## src/source/dsp_pkg.sv

```systemverilog
// ======================================================================
// shared definitions of the DSP data arithmetic unit
// widths and data types of words, products, accumulators and counters
// F1 operation codes, register and read-select codes, condition codes
// APB address map of the slave port
// ======================================================================
`default_nettype none

package dsp_pkg;

    localparam int WORD_W = 16;
    localparam int PROD_W = 32;
    localparam int ACC_W  = 36;          // 4 guard bits over 32 data bits
    localparam int ALU_W  = ACC_W + 1;   // extra bit for overflow test
    localparam int CNT_W  = 8;
    localparam int AUC_W  = 7;

    typedef logic [WORD_W-1:0] word_t;
    typedef logic [PROD_W-1:0] prod_t;
    typedef logic [ACC_W-1:0]  acc_t;
    typedef logic [ALU_W-1:0]  alu_t;
    typedef logic [CNT_W-1:0]  cnt_t;
    typedef logic [3:0]        flags_t;    // lmi, leq, llv, lmv
    typedef logic [2:0]        r_code_t;
    typedef logic [3:0]        rd_sel_t;
    typedef logic [5:0]        op_word_t;  // d, s, f1
    typedef logic [4:0]        cond_t;

    // register codes
    localparam r_code_t R_X   = 3'd0;
    localparam r_code_t R_YH  = 3'd1;
    localparam r_code_t R_YL  = 3'd2;
    localparam r_code_t R_AUC = 3'd3;
    localparam r_code_t R_PSW = 3'd4;
    localparam r_code_t R_C0  = 3'd5;
    localparam r_code_t R_C1  = 3'd6;
    localparam r_code_t R_C2  = 3'd7;

    // accumulator halves on the read mux
    localparam rd_sel_t RD_A0H = 4'd8;
    localparam rd_sel_t RD_A0L = 4'd9;
    localparam rd_sel_t RD_A1H = 4'd10;
    localparam rd_sel_t RD_A1L = 4'd11;

    // F1 codes, the rest are reserved
    localparam logic [3:0] F1_P    = 4'd0;
    localparam logic [3:0] F1_ADDP = 4'd1;
    localparam logic [3:0] F1_MPY  = 4'd2;
    localparam logic [3:0] F1_SUBP = 4'd3;
    localparam logic [3:0] F1_OR   = 4'd8;
    localparam logic [3:0] F1_XOR  = 4'd9;
    localparam logic [3:0] F1_TST  = 4'd10;
    localparam logic [3:0] F1_Y    = 4'd12;
    localparam logic [3:0] F1_ADDY = 4'd13;
    localparam logic [3:0] F1_SUBY = 4'd15;

    // counter and compound conditions
    localparam cond_t COND_C0GE  = 5'd10;
    localparam cond_t COND_C0LT  = 5'd11;
    localparam cond_t COND_C1GE  = 5'd12;
    localparam cond_t COND_C1LT  = 5'd13;
    localparam cond_t COND_TRUE  = 5'd14;
    localparam cond_t COND_FALSE = 5'd15;
    localparam cond_t COND_GT    = 5'd16;
    localparam cond_t COND_LE    = 5'd17;

    localparam int APB_AW = 8;
    localparam int APB_DW = 32;

    localparam logic [APB_AW-1:0] ADDR_REG_BASE = 8'h00;  // 8 words by register code
    localparam logic [APB_AW-1:0] ADDR_OP       = 8'h20;
    localparam logic [APB_AW-1:0] ADDR_COND     = 8'h24;
    localparam logic [APB_AW-1:0] ADDR_A0H      = 8'h28;
    localparam logic [APB_AW-1:0] ADDR_A0L      = 8'h2C;
    localparam logic [APB_AW-1:0] ADDR_A1H      = 8'h30;
    localparam logic [APB_AW-1:0] ADDR_A1L      = 8'h34;

endpackage

`default_nettype wire
```

## src/source/dau_ctrl_if.sv

```systemverilog
// ======================================================================
// command interface from the APB port to the arithmetic unit
// register load, F1 operation, condition and read-select fields
// ======================================================================
`timescale 1ns/1ps
`default_nettype none

interface dau_ctrl_if;
    import dsp_pkg::*;

    logic     ld_en;     // single-cycle strobes
    r_code_t  ld_sel;
    word_t    ld_data;
    logic     op_en;
    op_word_t op_word;
    logic     cond_en;
    cond_t    c_field;
    rd_sel_t  rd_sel;

    modport host (
        output ld_en, ld_sel, ld_data, op_en, op_word, cond_en, c_field, rd_sel
    );

    modport dp (input ld_en, ld_sel, ld_data, op_en, op_word, rd_sel);

    modport cu (input ld_en, ld_sel, ld_data, cond_en, c_field);

endinterface

`default_nettype wire

```

## src/source/dsp_dau_top.sv

```systemverilog
// ======================================================================
// top level of the DSP data arithmetic unit behind an APB slave
// APB port, datapath with ALU, counters and condition unit
// ======================================================================
`timescale 1ns/1ps
`default_nettype none

module dsp_dau_top (
    input  wire                         clk,
    input  wire                         rst,
    input  wire                         psel,
    input  wire                         penable,
    input  wire                         pwrite,
    input  wire [dsp_pkg::APB_AW-1:0]   paddr,
    input  wire [dsp_pkg::APB_DW-1:0]   pwdata,
    output logic [dsp_pkg::APB_DW-1:0]  prdata,
    output logic                        pready,
    output logic                        pslverr
);
    import dsp_pkg::*;

    word_t  reg_rdata;
    logic   con_result;
    flags_t flags;
    cnt_t   c0, c1, c2;

    dau_ctrl_if ctrl ();

    apb_dau_port u_port (
        .clk        (clk),
        .rst        (rst),
        .psel       (psel),
        .penable    (penable),
        .pwrite     (pwrite),
        .paddr      (paddr),
        .pwdata     (pwdata),
        .prdata     (prdata),
        .pready     (pready),
        .pslverr    (pslverr),
        .ctrl       (ctrl.host),
        .reg_rdata  (reg_rdata),
        .con_result (con_result)
    );

    dau_datapath u_dp (
        .clk       (clk),
        .rst       (rst),
        .ctrl      (ctrl.dp),
        .c0        (c0),
        .c1        (c1),
        .c2        (c2),
        .flags     (flags),
        .reg_rdata (reg_rdata)
    );

    dau_cond u_cond (
        .clk        (clk),
        .rst        (rst),
        .ctrl       (ctrl.cu),
        .flags      (flags),
        .c0         (c0),
        .c1         (c1),
        .c2         (c2),
        .con_result (con_result)
    );

endmodule

`default_nettype wire

```

## src/source/dau_cond.sv

```systemverilog
// ======================================================================
// counters c0, c1, c2 and the condition evaluator
// condition result latched on each evaluation
// c0 and c1 step when a condition tests them
// ======================================================================
`timescale 1ns/1ps
`default_nettype none

module dau_cond (
    input  wire                  clk,
    input  wire                  rst,
    dau_ctrl_if.cu               ctrl,
    input  wire dsp_pkg::flags_t flags,
    output dsp_pkg::cnt_t        c0,
    output dsp_pkg::cnt_t        c1,
    output dsp_pkg::cnt_t        c2,
    output logic                 con_result
);
    import dsp_pkg::*;

    logic lmi, leq, llv, lmv;
    logic cond_now;

    assign {lmi, leq, llv, lmv} = flags;

    always_comb begin
        case (ctrl.c_field)
            5'd0:       cond_now = lmi;
            5'd1:       cond_now = ~lmi;
            5'd2:       cond_now = leq;
            5'd3:       cond_now = ~leq;
            5'd4:       cond_now = llv;
            5'd5:       cond_now = ~llv;
            5'd6:       cond_now = lmv;
            5'd7:       cond_now = ~lmv;
            COND_C0GE:  cond_now = ~c0[CNT_W-1];
            COND_C0LT:  cond_now = c0[CNT_W-1];
            COND_C1GE:  cond_now = ~c1[CNT_W-1];
            COND_C1LT:  cond_now = c1[CNT_W-1];
            COND_TRUE:  cond_now = 1'b1;
            COND_FALSE: cond_now = 1'b0;
            COND_GT:    cond_now = ~lmi & ~leq;
            COND_LE:    cond_now = lmi | leq;
            default:    cond_now = 1'b1;   // unassigned codes read as true
        endcase
    end

    always_ff @(posedge clk or posedge rst) begin
        if (rst) begin
            c0         <= '0;
            c1         <= '0;
            c2         <= '0;
            con_result <= 1'b0;
        end else begin
            if (ctrl.ld_en) begin
                case (ctrl.ld_sel)
                    R_C0:    c0 <= ctrl.ld_data[CNT_W-1:0];
                    R_C1:    c1 <= ctrl.ld_data[CNT_W-1:0];
                    R_C2:    c2 <= ctrl.ld_data[CNT_W-1:0];
                    default: ;
                endcase
            end
            if (ctrl.cond_en) begin
                con_result <= cond_now;  // uses counters before the step
                if (ctrl.c_field inside {COND_C0GE, COND_C0LT}) c0 <= c0 + 1'b1;
                if (ctrl.c_field inside {COND_C1GE, COND_C1LT}) c1 <= c1 + 1'b1;
            end
        end
    end

endmodule

`default_nettype wire

```

## src/source/dau_datapath.sv

```systemverilog
// ======================================================================
// datapath of the arithmetic unit
// x, yh, yl and product registers, accumulators a0 and a1
// auc, flags, overflow latches and the psw view
// register read multiplexer including the counters
// ======================================================================
`timescale 1ns/1ps
`default_nettype none

module dau_datapath (
    input  wire                  clk,
    input  wire                  rst,
    dau_ctrl_if.dp               ctrl,
    input  wire dsp_pkg::cnt_t   c0,
    input  wire dsp_pkg::cnt_t   c1,
    input  wire dsp_pkg::cnt_t   c2,
    output dsp_pkg::flags_t      flags,
    output dsp_pkg::word_t       reg_rdata
);
    import dsp_pkg::*;

    word_t            x, yh, yl;
    prod_t            p;
    prod_t            y;
    acc_t             a0, a1;
    acc_t             a_src;
    logic [AUC_W-1:0] auc;
    logic             ov0, ov1;
    word_t            psw;

    logic             d_bit, s_bit;
    logic [3:0]       f1;
    logic             f1_def;
    logic             p_upd, flag_upd, acc_st;

    alu_t             result;
    flags_t           flags_next;
    logic             ovf;

    assign {d_bit, s_bit, f1} = ctrl.op_word;

    assign f1_def = f1 inside {F1_P, F1_ADDP, F1_MPY, F1_SUBP, F1_OR, F1_XOR,
                               F1_TST, F1_Y, F1_ADDY, F1_SUBY};

    assign p_upd    = ctrl.op_en && f1[3:2] == 2'b00;   // codes 0..3
    assign flag_upd = ctrl.op_en && f1_def && f1 != F1_MPY;
    assign acc_st   = flag_upd && f1 != F1_TST;

    assign y     = {yh, yl};
    assign a_src = s_bit ? a1 : a0;

    dau_alu u_alu (
        .op_word    (ctrl.op_word),
        .a_src      (a_src),
        .p          (p),           // value before this edge
        .y          (y),
        .auc_scale  (auc[1:0]),
        .result     (result),
        .flags_next (flags_next),
        .ovf        (ovf)
    );

    always_ff @(posedge clk or posedge rst) begin
        if (rst) begin
            x     <= '0;
            yh    <= '0;
            yl    <= '0;
            p     <= '0;
            a0    <= '0;
            a1    <= '0;
            auc   <= '0;
            flags <= '0;
            ov0   <= 1'b0;
            ov1   <= 1'b0;
        end else begin
            if (ctrl.ld_en) begin
                case (ctrl.ld_sel)
                    R_X:   x <= ctrl.ld_data;
                    R_YH: begin
                        yh <= ctrl.ld_data;
                        if (!auc[6]) yl <= '0;  // yl clear unless auc[6]
                    end
                    R_YL:  yl <= ctrl.ld_data;
                    R_AUC: auc <= ctrl.ld_data[AUC_W-1:0];
                    default: ;                  // psw read only and counters in dau_cond
                endcase
            end
            if (p_upd) p <= $signed(x) * $signed(yh);
            if (acc_st) begin
                if (d_bit) a1 <= result[ACC_W-1:0];
                else       a0 <= result[ACC_W-1:0];
            end
            if (flag_upd) begin
                flags <= flags_next;
                ov1   <= d_bit & ovf;
                ov0   <= ~d_bit & ovf;
            end
        end
    end

    assign psw = {flags, 2'b00, ov1, ov0, a1[ACC_W-1:PROD_W], a0[ACC_W-1:PROD_W]};

    always_comb begin
        case (ctrl.rd_sel)
            {1'b0, R_X}:   reg_rdata = x;
            {1'b0, R_YH}:  reg_rdata = yh;
            {1'b0, R_YL}:  reg_rdata = yl;
            {1'b0, R_AUC}: reg_rdata = {{(WORD_W-AUC_W){1'b0}}, auc};
            {1'b0, R_PSW}: reg_rdata = psw;
            {1'b0, R_C0}:  reg_rdata = {{(WORD_W-CNT_W){c0[CNT_W-1]}}, c0};
            {1'b0, R_C1}:  reg_rdata = {{(WORD_W-CNT_W){c1[CNT_W-1]}}, c1};
            {1'b0, R_C2}:  reg_rdata = {{(WORD_W-CNT_W){c2[CNT_W-1]}}, c2};
            RD_A0H:        reg_rdata = a0[PROD_W-1:WORD_W];
            RD_A0L:        reg_rdata = a0[WORD_W-1:0];
            RD_A1H:        reg_rdata = a1[PROD_W-1:WORD_W];
            RD_A1L:        reg_rdata = a1[WORD_W-1:0];
            default:       reg_rdata = '0;
        endcase
    end

endmodule

`default_nettype wire

```

## src/source/dau_alu.sv

```systemverilog
// ======================================================================
// F1 ALU of the arithmetic unit, purely combinational
// product scaling by auc, 37-bit add, subtract and logic ops
// next values of the lmi, leq, llv and lmv flags
// ======================================================================
`timescale 1ns/1ps
`default_nettype none

module dau_alu (
    input  wire dsp_pkg::op_word_t  op_word,
    input  wire dsp_pkg::acc_t      a_src,
    input  wire dsp_pkg::prod_t     p,
    input  wire dsp_pkg::prod_t     y,
    input  wire [1:0]               auc_scale,
    output dsp_pkg::alu_t           result,
    output dsp_pkg::flags_t         flags_next,
    output logic                    ovf
);
    import dsp_pkg::*;

    logic [3:0] f1;
    alu_t       as_ext;   // source accumulator, one sign bit on top
    alu_t       p_ext;
    alu_t       y_ext;
    logic       lmi, leq, llv, lmv;

    assign f1     = op_word[3:0];
    assign as_ext = {a_src[ACC_W-1], a_src};
    assign y_ext  = {{(ALU_W-PROD_W){y[PROD_W-1]}}, y};

    always_comb begin
        case (auc_scale)
            2'd1, 2'd3: p_ext = {{(ALU_W-PROD_W+2){p[PROD_W-1]}}, p[PROD_W-1:2]};  // >> 2
            2'd2:       p_ext = {{(ALU_W-PROD_W-2){p[PROD_W-1]}}, p, 2'b00};      // << 2
            default:    p_ext = {{(ALU_W-PROD_W){p[PROD_W-1]}}, p};
        endcase
    end

    always_comb begin
        case (f1)
            F1_P:    result = p_ext;
            F1_ADDP: result = as_ext + p_ext;
            F1_SUBP: result = as_ext - p_ext;
            F1_OR:   result = as_ext | y_ext;
            F1_XOR:  result = as_ext ^ y_ext;
            F1_TST:  result = as_ext & y_ext;  // flags only
            F1_Y:    result = y_ext;
            F1_ADDY: result = as_ext + y_ext;
            F1_SUBY: result = as_ext - y_ext;
            default: result = as_ext;           // F1_MPY and reserved pass the source
        endcase
    end

    assign lmi = result[ACC_W-1];
    assign leq = ~|result[ACC_W-1:0];
    assign llv = result[ALU_W-1] ^ result[ACC_W-1];
    // guard bits plus bit 31 not all equal
    assign lmv = !(&result[ACC_W-1:PROD_W-1] || ~|result[ACC_W-1:PROD_W-1]);

    assign flags_next = {lmi, leq, llv, lmv};
    assign ovf        = llv;

endmodule

`default_nettype wire

```

## src/source/apb_dau_port.sv

```systemverilog
// ======================================================================
// APB slave port of the arithmetic unit, zero wait states
// decodes access phases into load, operation and condition strobes
// raises pslverr on unmapped or illegal accesses
// maps read addresses to the read select and returns read data
// ======================================================================
`timescale 1ns/1ps
`default_nettype none

module apb_dau_port (
    input  wire                         clk,
    input  wire                         rst,
    input  wire                         psel,
    input  wire                         penable,
    input  wire                         pwrite,
    input  wire [dsp_pkg::APB_AW-1:0]   paddr,
    input  wire [dsp_pkg::APB_DW-1:0]   pwdata,
    output logic [dsp_pkg::APB_DW-1:0]  prdata,
    output logic                        pready,
    output logic                        pslverr,
    dau_ctrl_if.host                    ctrl,
    input  wire dsp_pkg::word_t         reg_rdata,
    input  wire                         con_result
);
    import dsp_pkg::*;

    logic    setup_q;     // previous cycle was a setup phase
    logic    access, wr, rd;
    logic    reg_hit, acc_hit, op_hit, cond_hit;
    logic    err;
    r_code_t code;

    always_ff @(posedge clk or posedge rst) begin
        if (rst) begin
            setup_q <= 1'b0;
        end else begin
            setup_q <= psel && !penable;
        end
    end

    assign access = psel && penable && setup_q;
    assign wr     = access && pwrite;
    assign rd     = access && !pwrite;

    assign code     = paddr[4:2];  // word index in the register area
    assign reg_hit  = {paddr[APB_AW-1:5], 3'b000, paddr[1:0]} == ADDR_REG_BASE;
    assign acc_hit  = paddr inside {ADDR_A0H, ADDR_A0L, ADDR_A1H, ADDR_A1L};
    assign op_hit   = paddr == ADDR_OP;
    assign cond_hit = paddr == ADDR_COND;

    always_comb begin
        err = 1'b0;
        if (!(reg_hit || acc_hit || op_hit || cond_hit)) begin
            err = 1'b1;
        end else if (pwrite && ((reg_hit && code == R_PSW) || acc_hit)) begin
            err = 1'b1;  // psw and accumulators are read only here
        end else if (!pwrite && op_hit) begin
            err = 1'b1;
        end
    end

    assign pready  = 1'b1;
    assign pslverr = access && err;

    // exactly one strobe per good write
    assign ctrl.ld_en   = wr && reg_hit && !err;
    assign ctrl.op_en   = wr && op_hit;
    assign ctrl.cond_en = wr && cond_hit;

    assign ctrl.ld_sel  = code;
    assign ctrl.ld_data = pwdata[WORD_W-1:0];
    assign ctrl.op_word = pwdata[5:0];
    assign ctrl.c_field = pwdata[4:0];

    always_comb begin
        case (paddr)
            ADDR_A0H: ctrl.rd_sel = RD_A0H;
            ADDR_A0L: ctrl.rd_sel = RD_A0L;
            ADDR_A1H: ctrl.rd_sel = RD_A1H;
            ADDR_A1L: ctrl.rd_sel = RD_A1L;
            default:  ctrl.rd_sel = {1'b0, code};
        endcase
    end

    always_comb begin
        prdata = '0;
        if (rd && !err) begin
            if (cond_hit) begin
                prdata = {{(APB_DW-1){1'b0}}, con_result};
            end else begin
                prdata = {{(APB_DW-WORD_W){1'b0}}, reg_rdata};
            end
        end
    end

endmodule

`default_nettype wire

```

## config.mk

```make
export PLATFORM = sky130hd
export DESIGN_NAME = dsp_dau_top
export DESIGN_NICKNAME = d
export VERILOG_FILES = /design/src/source/dsp_pkg.sv /design/src/source/dau_ctrl_if.sv /design/src/source/dsp_dau_top.sv /design/src/source/dau_cond.sv /design/src/source/dau_datapath.sv /design/src/source/dau_alu.sv /design/src/source/apb_dau_port.sv
export SDC_FILE = /design/constraint.sdc
export NUM_CORES = 2
export LEC_CHECK = 0
export ABC_AREA = 1
export BUFFER_PORTS_ARGS = -buffer_cell sky130_fd_sc_hd__buf_2
export CAP_MARGIN = 5
export CORE_UTILIZATION = 40
export DETAILED_ROUTE_END_ITERATION = 8
export PLACE_DENSITY = 0.65
export SYNTH_ARGS = -nofsm -noshare
export SYNTH_HDL_FRONTEND = slang
export SYNTH_SLANG_ARGS = --single-unit
```

## constraint.sdc

```tcl
create_clock -name clk -period 5.87 [get_ports clk]
set_input_delay 1.174 -clock clk [delete_from_list [all_inputs] [get_ports clk]]
set_output_delay 1.174 -clock clk [all_outputs]
set_load 0.02 [all_outputs]
```

=== Word-level counts from Yosys, hierarchy flattened ===
Index checks and enable logic that the tools add are counted.

* Add/sub/neg operators: 6
* Multipliers: 1
* Div/mod/pow operators: 0
* Magnitude comparators: 0
* Equal/unequal tests: 53
* Shift-type cells: 0
* Muxes and demuxes: 21
* Bitwise logic cells: 15
* Reduce and logical (&&, ||, !) cells: 51

{| class="wikitable"
|+ Operator list
! cell !! number
|-
| $pmux W37 S9 || 1
|-
| $pmux W16 S12 || 1
|-
| $pmux W33 S2 || 1
|-
| $mux W8 || 8
|-
| $eq A8 B6 Y1 const B || 6
|-
| $eq A4 B4 Y1 const B || 10
|-
| $add A36 B32 Y37 || 1
|-
| $add A36 B34 Y37 || 1
|-
| $and A37 B37 Y37 || 1
|-
| $or A37 B37 Y37 || 1
|-
| $sub A36 B32 Y37 || 1
|-
| $sub A36 B34 Y37 || 1
|-
| $xor A37 B37 Y37 || 1
|-
| $mux W36 || 1
|-
| $reduce_or A36 Y1 || 1
|-
| $mul A16 B16 Y32 || 1
|-
| $mux W16 || 2
|-
| $mux W32 || 1
|-
| $pmux W16 S2 || 1
|-
| $eq A5 B4 Y1 const B || 5
|-
| $eq A5 B3 Y1 const B || 4
|-
| $logic_and A1 B1 Y1 || 18
|-
| $add A8 B1 Y8 const B || 2
|-
| $eq A4 B2 Y1 const B || 4
|-
| 34 further kinds || 73
|}

* Flip-flop bits (word level): 191
* Bits in latches: 0
* Bits in writable memories: 0
* Memory bits (read-only): 0
* Input port bits: 45
* Output and inout port bits: 34
* Memories kept: 0

=== Longest topological paths before layout ===
* Word-level depth: 11
* Gate-level depth with buffers: 36
* Mapped depth without buffers: 34

=== Hierarchy ===
A second synthesis with hierarchy kept.

* Cells, all modules: 4596
* Area, all modules: 30077.6 sq um

{| class="wikitable"
|+ By module, submodules not included
! module !! times used !! cells each !! area each (sq um)
|-
| dau_datapath || 1 || 2461 || 18739.2
|-
| dau_alu || 1 || 1773 || 8933.6
|-
| dau_cond || 1 || 224 || 1602.8
|-
| apb_dau_port || 1 || 138 || 802.0
|}

=== Least setup slack after synthesis ===
No wires, ideal clock.

* Kind: reg-to-reg
* Start point: register u_dp.yh[1]
* End point: register u_dp.p[27]
* Library setup time: 0.131 ns
* Data arrival time: 5.838 ns
* Required time: 5.739 ns
* Slack: -0.099 ns
* Stages on the path, launching flop included: 26
* Buffers on the path: 2
* Period minus slack after synthesis: 5.969 ns
* Path through: dfrtp_1 clkbuf_1 buf_1 nand2_1 fa_1 inv_1 fa_1 inv_1 fa_1 inv_1 fa_1 inv_1 fa_1 inv_1 fa_1 ha_1 a21oi_1 o21ai_0 a21oi_1 nand3_1 nand2_1 nand2_1 a21o_1 or2_2 nand3_1 o21ai_0

* Longest elaborated chain between the ends: 1

{| class="wikitable"
|+ Ends and longest elaborated chain
! what !! line !! RTL
|-
| start, declared || dau_datapath.sv:22 || <nowiki>word_t x, yh, yl;</nowiki>
|-
| start signal, assigned || dau_datapath.sv:80 || <nowiki>yh <= ctrl.ld_data;</nowiki>
|-
| $mul A16 B16 Y32 || dau_datapath.sv:88 || <nowiki>if (p_upd) p <= $signed(x) * $signed(yh);</nowiki>
|-
| end signal, assigned || dau_datapath.sv:88 ||
|-
| end, declared || dau_datapath.sv:23 || <nowiki>prod_t p;</nowiki>
|}

No other way between the ends.
A chain may end at the register's enable or synchronous reset.

=== Final worst setup path ===
* Start point: register u_dp.x[15]
* End point: register u_dp.p[31]

* Longest elaborated chain between the ends: 1

{| class="wikitable"
|+ Ends and longest elaborated chain
! what !! line !! RTL
|-
| start, declared || dau_datapath.sv:22 ||
|-
| start signal, assigned || dau_datapath.sv:78 || <nowiki>R_X: x <= ctrl.ld_data;</nowiki>
|-
| $mul A16 B16 Y32 || dau_datapath.sv:88 ||
|}

No other way between the ends.

==> impl_results.md <==
* Run status: finished with violations
* Failing checks: design-rule violations
* Worst Setup Path Type: flip-flop to flip-flop
* Fin Setup TNS at 0 ps
* Critical Path Slowest Stage Cell: fa_1
* FF-to-FF End: u_dp.p[31]
* Remaining global-route overflow at 0
* Clk root buf: clkbuf_16
* Max clock buf depth at 2
* Detail Placement HPWL at 88.0 mm
* Critical path launch point type: flip-flop
* Nets at 4988
* Yosys warns at 0
* DRT Wirelength at 109 mm
* Via density at 5.33
* Via count at 28981
* Clk_skew at 19.4 ps
* Tot GR Track Use at 30.2%
* Multi-input gate area at 20200 µm²
* Hold EP: u_dp.ov0
* Hold Path Class: flip-flop to flip-flop
* Largest net degree at the start of global routing at 162
* Lkg Pwr at 0.0170 µW
* Power Dens Cells at 104 nW/µm²
* Tmin final at 5840 ps
* Slew Limit Fails at 0
* Row cnt at 97
* Avg Synthesized Cell Area at 6.77 µm²
* Die area at 71800 µm²
* Async set-or-reset flop fraction in the synthesized netlist at 100%
* Iter 0 DRT Violations at 3257
* Flops & latches, synth at 191
* Final ANT Viol Nets at 0
* R2R Setup Slk at 30 ps
* Worst Hold Depth at 2
* Die X at 268 µm
* Final hold vios at 0
* Worst slew pin tran at 1250 ps
* Utilization after layout at 47.6%
* Area Growth Syn to Fin at 17.8%
* Syn Inst Count at 4182
* Crit-path max FO at 8
* Slew HR at 16.2%
* Post-route cell area at 33300 µm²
* Initial antenna violation count at 2
* CP max stage delay at 620 ps
* Reg2Reg Launch Point: u_dp.x[15]
* Min-delay src: u_dp.ov0
* IO Port Bufs at 45
* Global-route wire length before repair at 163 mm
* Clock Sinks at 191
* Worst-path clk slew at 80 ps
* Netlist Area Pre-Place at 28300 µm²
* Post-synth EDFFs at 0
* Ports at 79
* Setup Viol. Count Final at 0
* Final non-filler cell total at 5439
* DRC viols at 3
* Ant diodes at 0
* Drt first pass iters at 9
* Placed Area at 31900 µm²
* CTS H-Tree Depth at 4
* Vias in the first global route at 26752
* Unrepaired setup endpoints after global routing: true
* Cells on worst reg2reg path at 23
* Most frequent CP cell: fa_1
* DR WL/cell at 20.0 µm
* CP endpoint kind: flip-flop
* Storage element area at 4810 µm²
* Cell variety after synth at 65
* Share of cells above drive strength 1 at 16.2%
* CTS tree: done
* Core area at 70000 µm²
* Gpl congestion at 1.09
* Crit path cell chain: buf_6 > nand2_2 > inv_2 > fa_2 > fa_1 > buf_12 > fa_1 > inv_2 > fa_1 > fa_1 > fa_1 > inv_2 > ha_4 > nand2_4 > buf_6 > nor2_4 > nand2_2 > nor4_2 > nand2_1 > o211ai_1 > nand2_1 > nand3_2 > o21ai_2
* WP data arrival at 6210 ps
* Hold slack at 488 ps
* Initial core utilization at 40.4%
* Seq/Total Area, Yosys at 16.9%
* Period utilisation layout at 99.4%
* Worst endpoint required time at 6250 ps
* Most frequent cells in the layout: nand2_1 (1153), inv_1 (792), buf_4 (377), o21ai_0 (285), fa_1 (253)
* Filler Cells Inserted at 7209
* Worst-Skew Late Latency at 500 ps
* Worst VDD drop at 0.000152 V
* Num CTS Buffers at 17
* Max Cap Viol at 0
* CTS Hold Bufs at 0
* Commonest non-fill, non-tap cell in the layout: nand2_1
* FMAX at 0.171 GHz
* # placed instances at 5376
* Dominant synthesized flop cell: dfrtp_1
* Die height at 268 µm
[worst max path at each step]
stage / startpoint / end / slack (ps) / cells past startpoint
finish: u_dp.x[15] / u_dp.p[31] / 30 / 23
global route: u_dp.x[15] / u_dp.p[31] / -160 / 23
CTS: u_dp.x[12] / u_dp.p[26] / 3 / 23
detailed placement: u_dp.yh[4] / u_dp.p[27] / -120 / 23
global placement: u_dp.yh[4] / u_dp.p[26] / -90 / 23
floorplan: u_dp.yh[5] / u_dp.p[27] / 20 / 25
[state kept, by name, indices dropped and copies added (netlist names)]
signal and count:
u_dp.a1 36, u_cond.c0 8, u_dp.auc 7, u_dp.x 16, u_dp.flags 4, u_cond.c2 8, u_port.setup_q 1, u_dp.yh 16
u_dp.yl 16, u_dp.p 32, u_cond.c1 8, u_dp.ov0 1, u_cond.con_result 1, u_dp.ov1 1, u_dp.a0 36
[what timing repair did]
action | in CTS | in global routing
buffers inserted | 0 | 30
setup endpoints to repair | 10 | 23
gates resized for setup | 10 | 142
pin swaps | 0 | 53
gates cloned | 0 | 1
[Yosys cell counts, types with 4 or more instances]
master / number / area [µm²]
a211oi_1: 14 / 105
a21o_1: 5 / 37.5
a21oi_1: 157 / 786
a221oi_1: 21 / 184
a22oi_1: 7 / 52.6
a31oi_1: 9 / 56.3
a32o_1: 5 / 50.1
buf_1: 9 / 33.8
buf_2: 25 / 125
buf_4: 21 / 158
buf_6: 4 / 45.0
clkbuf_1: 120 / 450
clkinv_1: 4 / 15.0
dfrtp_1: 191 / 4780
fa_1: 263 / 5270
ha_1: 194 / 2430
inv_1: 801 / 3010
inv_2: 24 / 90.1
nand2_1: 1174 / 4410
nand2_2: 13 / 81.3
nand3_1: 157 / 786
nand3b_1: 6 / 45.0
nand4_1: 37 / 231
nor2_1: 253 / 950
nor2_2: 22 / 138
nor2_4: 6 / 67.6
nor3_1: 51 / 255
nor3_2: 8 / 80.1
nor3_4: 6 / 97.6
nor4_1: 12 / 75.1
o2111ai_1: 5 / 43.8
o211ai_1: 18 / 135
o21ai_0: 293 / 1470
o21ai_1: 48 / 240
o21bai_1: 8 / 60.1
o221ai_1: 5 / 43.8
o22ai_1: 60 / 375
o31ai_1: 5 / 37.5
or2_2: 29 / 181
xnor2_1: 22 / 193
xor2_1: 32 / 280
[area by class of cell]
class / instances / area share (%)
Tap cell: 940 / 3.53
Inverter: 829 / 9.35
Clock buffer: 20 / 1.37
Multi-Input combinational cell: 2997 / 60.5
Sequential cell: 191 / 14.4
Timing Repair Buffer: 450 / 10.4
Clock inverter: 12 / 0.428
[per-layer routing]
metal	part of all wire (%)	up-vias	global-route usage [%]	wire length, µm
met5	0.026	-	0	28
met4	5.3	4	13.4	5790
met1	42	13671	42.4	45700
met3	10	260	6.41	11300
li1	-	13631	-	-
met2	42	1415	44.5	46200
[report_power, final]
part	leakage, µW	internal [µW]	switching [µW]
registers	0.00244	1320	1.38
logic	0.0143	304	607
clock network	0.000289	626	615
[critical path: cells and delay by family (launching register included)]
family	cells	cell delay [ps]
adder cells (fa/ha/maj)	7	3530
buffers and inverters	6	610
flip-flops	1	500
AND/OR/NAND/NOR	8	850
AO/OA/AOI/OAI	2	200
[through the flow]
step           setup slack (ps)  power, µW
3_3_place_gp              -90.1       2220
2_1_floorplan              18.3       1820
6_report                   33.9       3470
5_1_grt                    -156       3600
3_5_place_dp               -116       2220
4_1_cts                    3.24       3460
[logic make-up after synthesis]
logic type,share of synthesized area [%]
compound gates,13.7
buf+inv,13.9
simple gates,26.6
other cells,0.0265
fa+ha+maj,27.2
flops,16.9
xor+xnor,1.67
(Power assumes the default switching activity.)
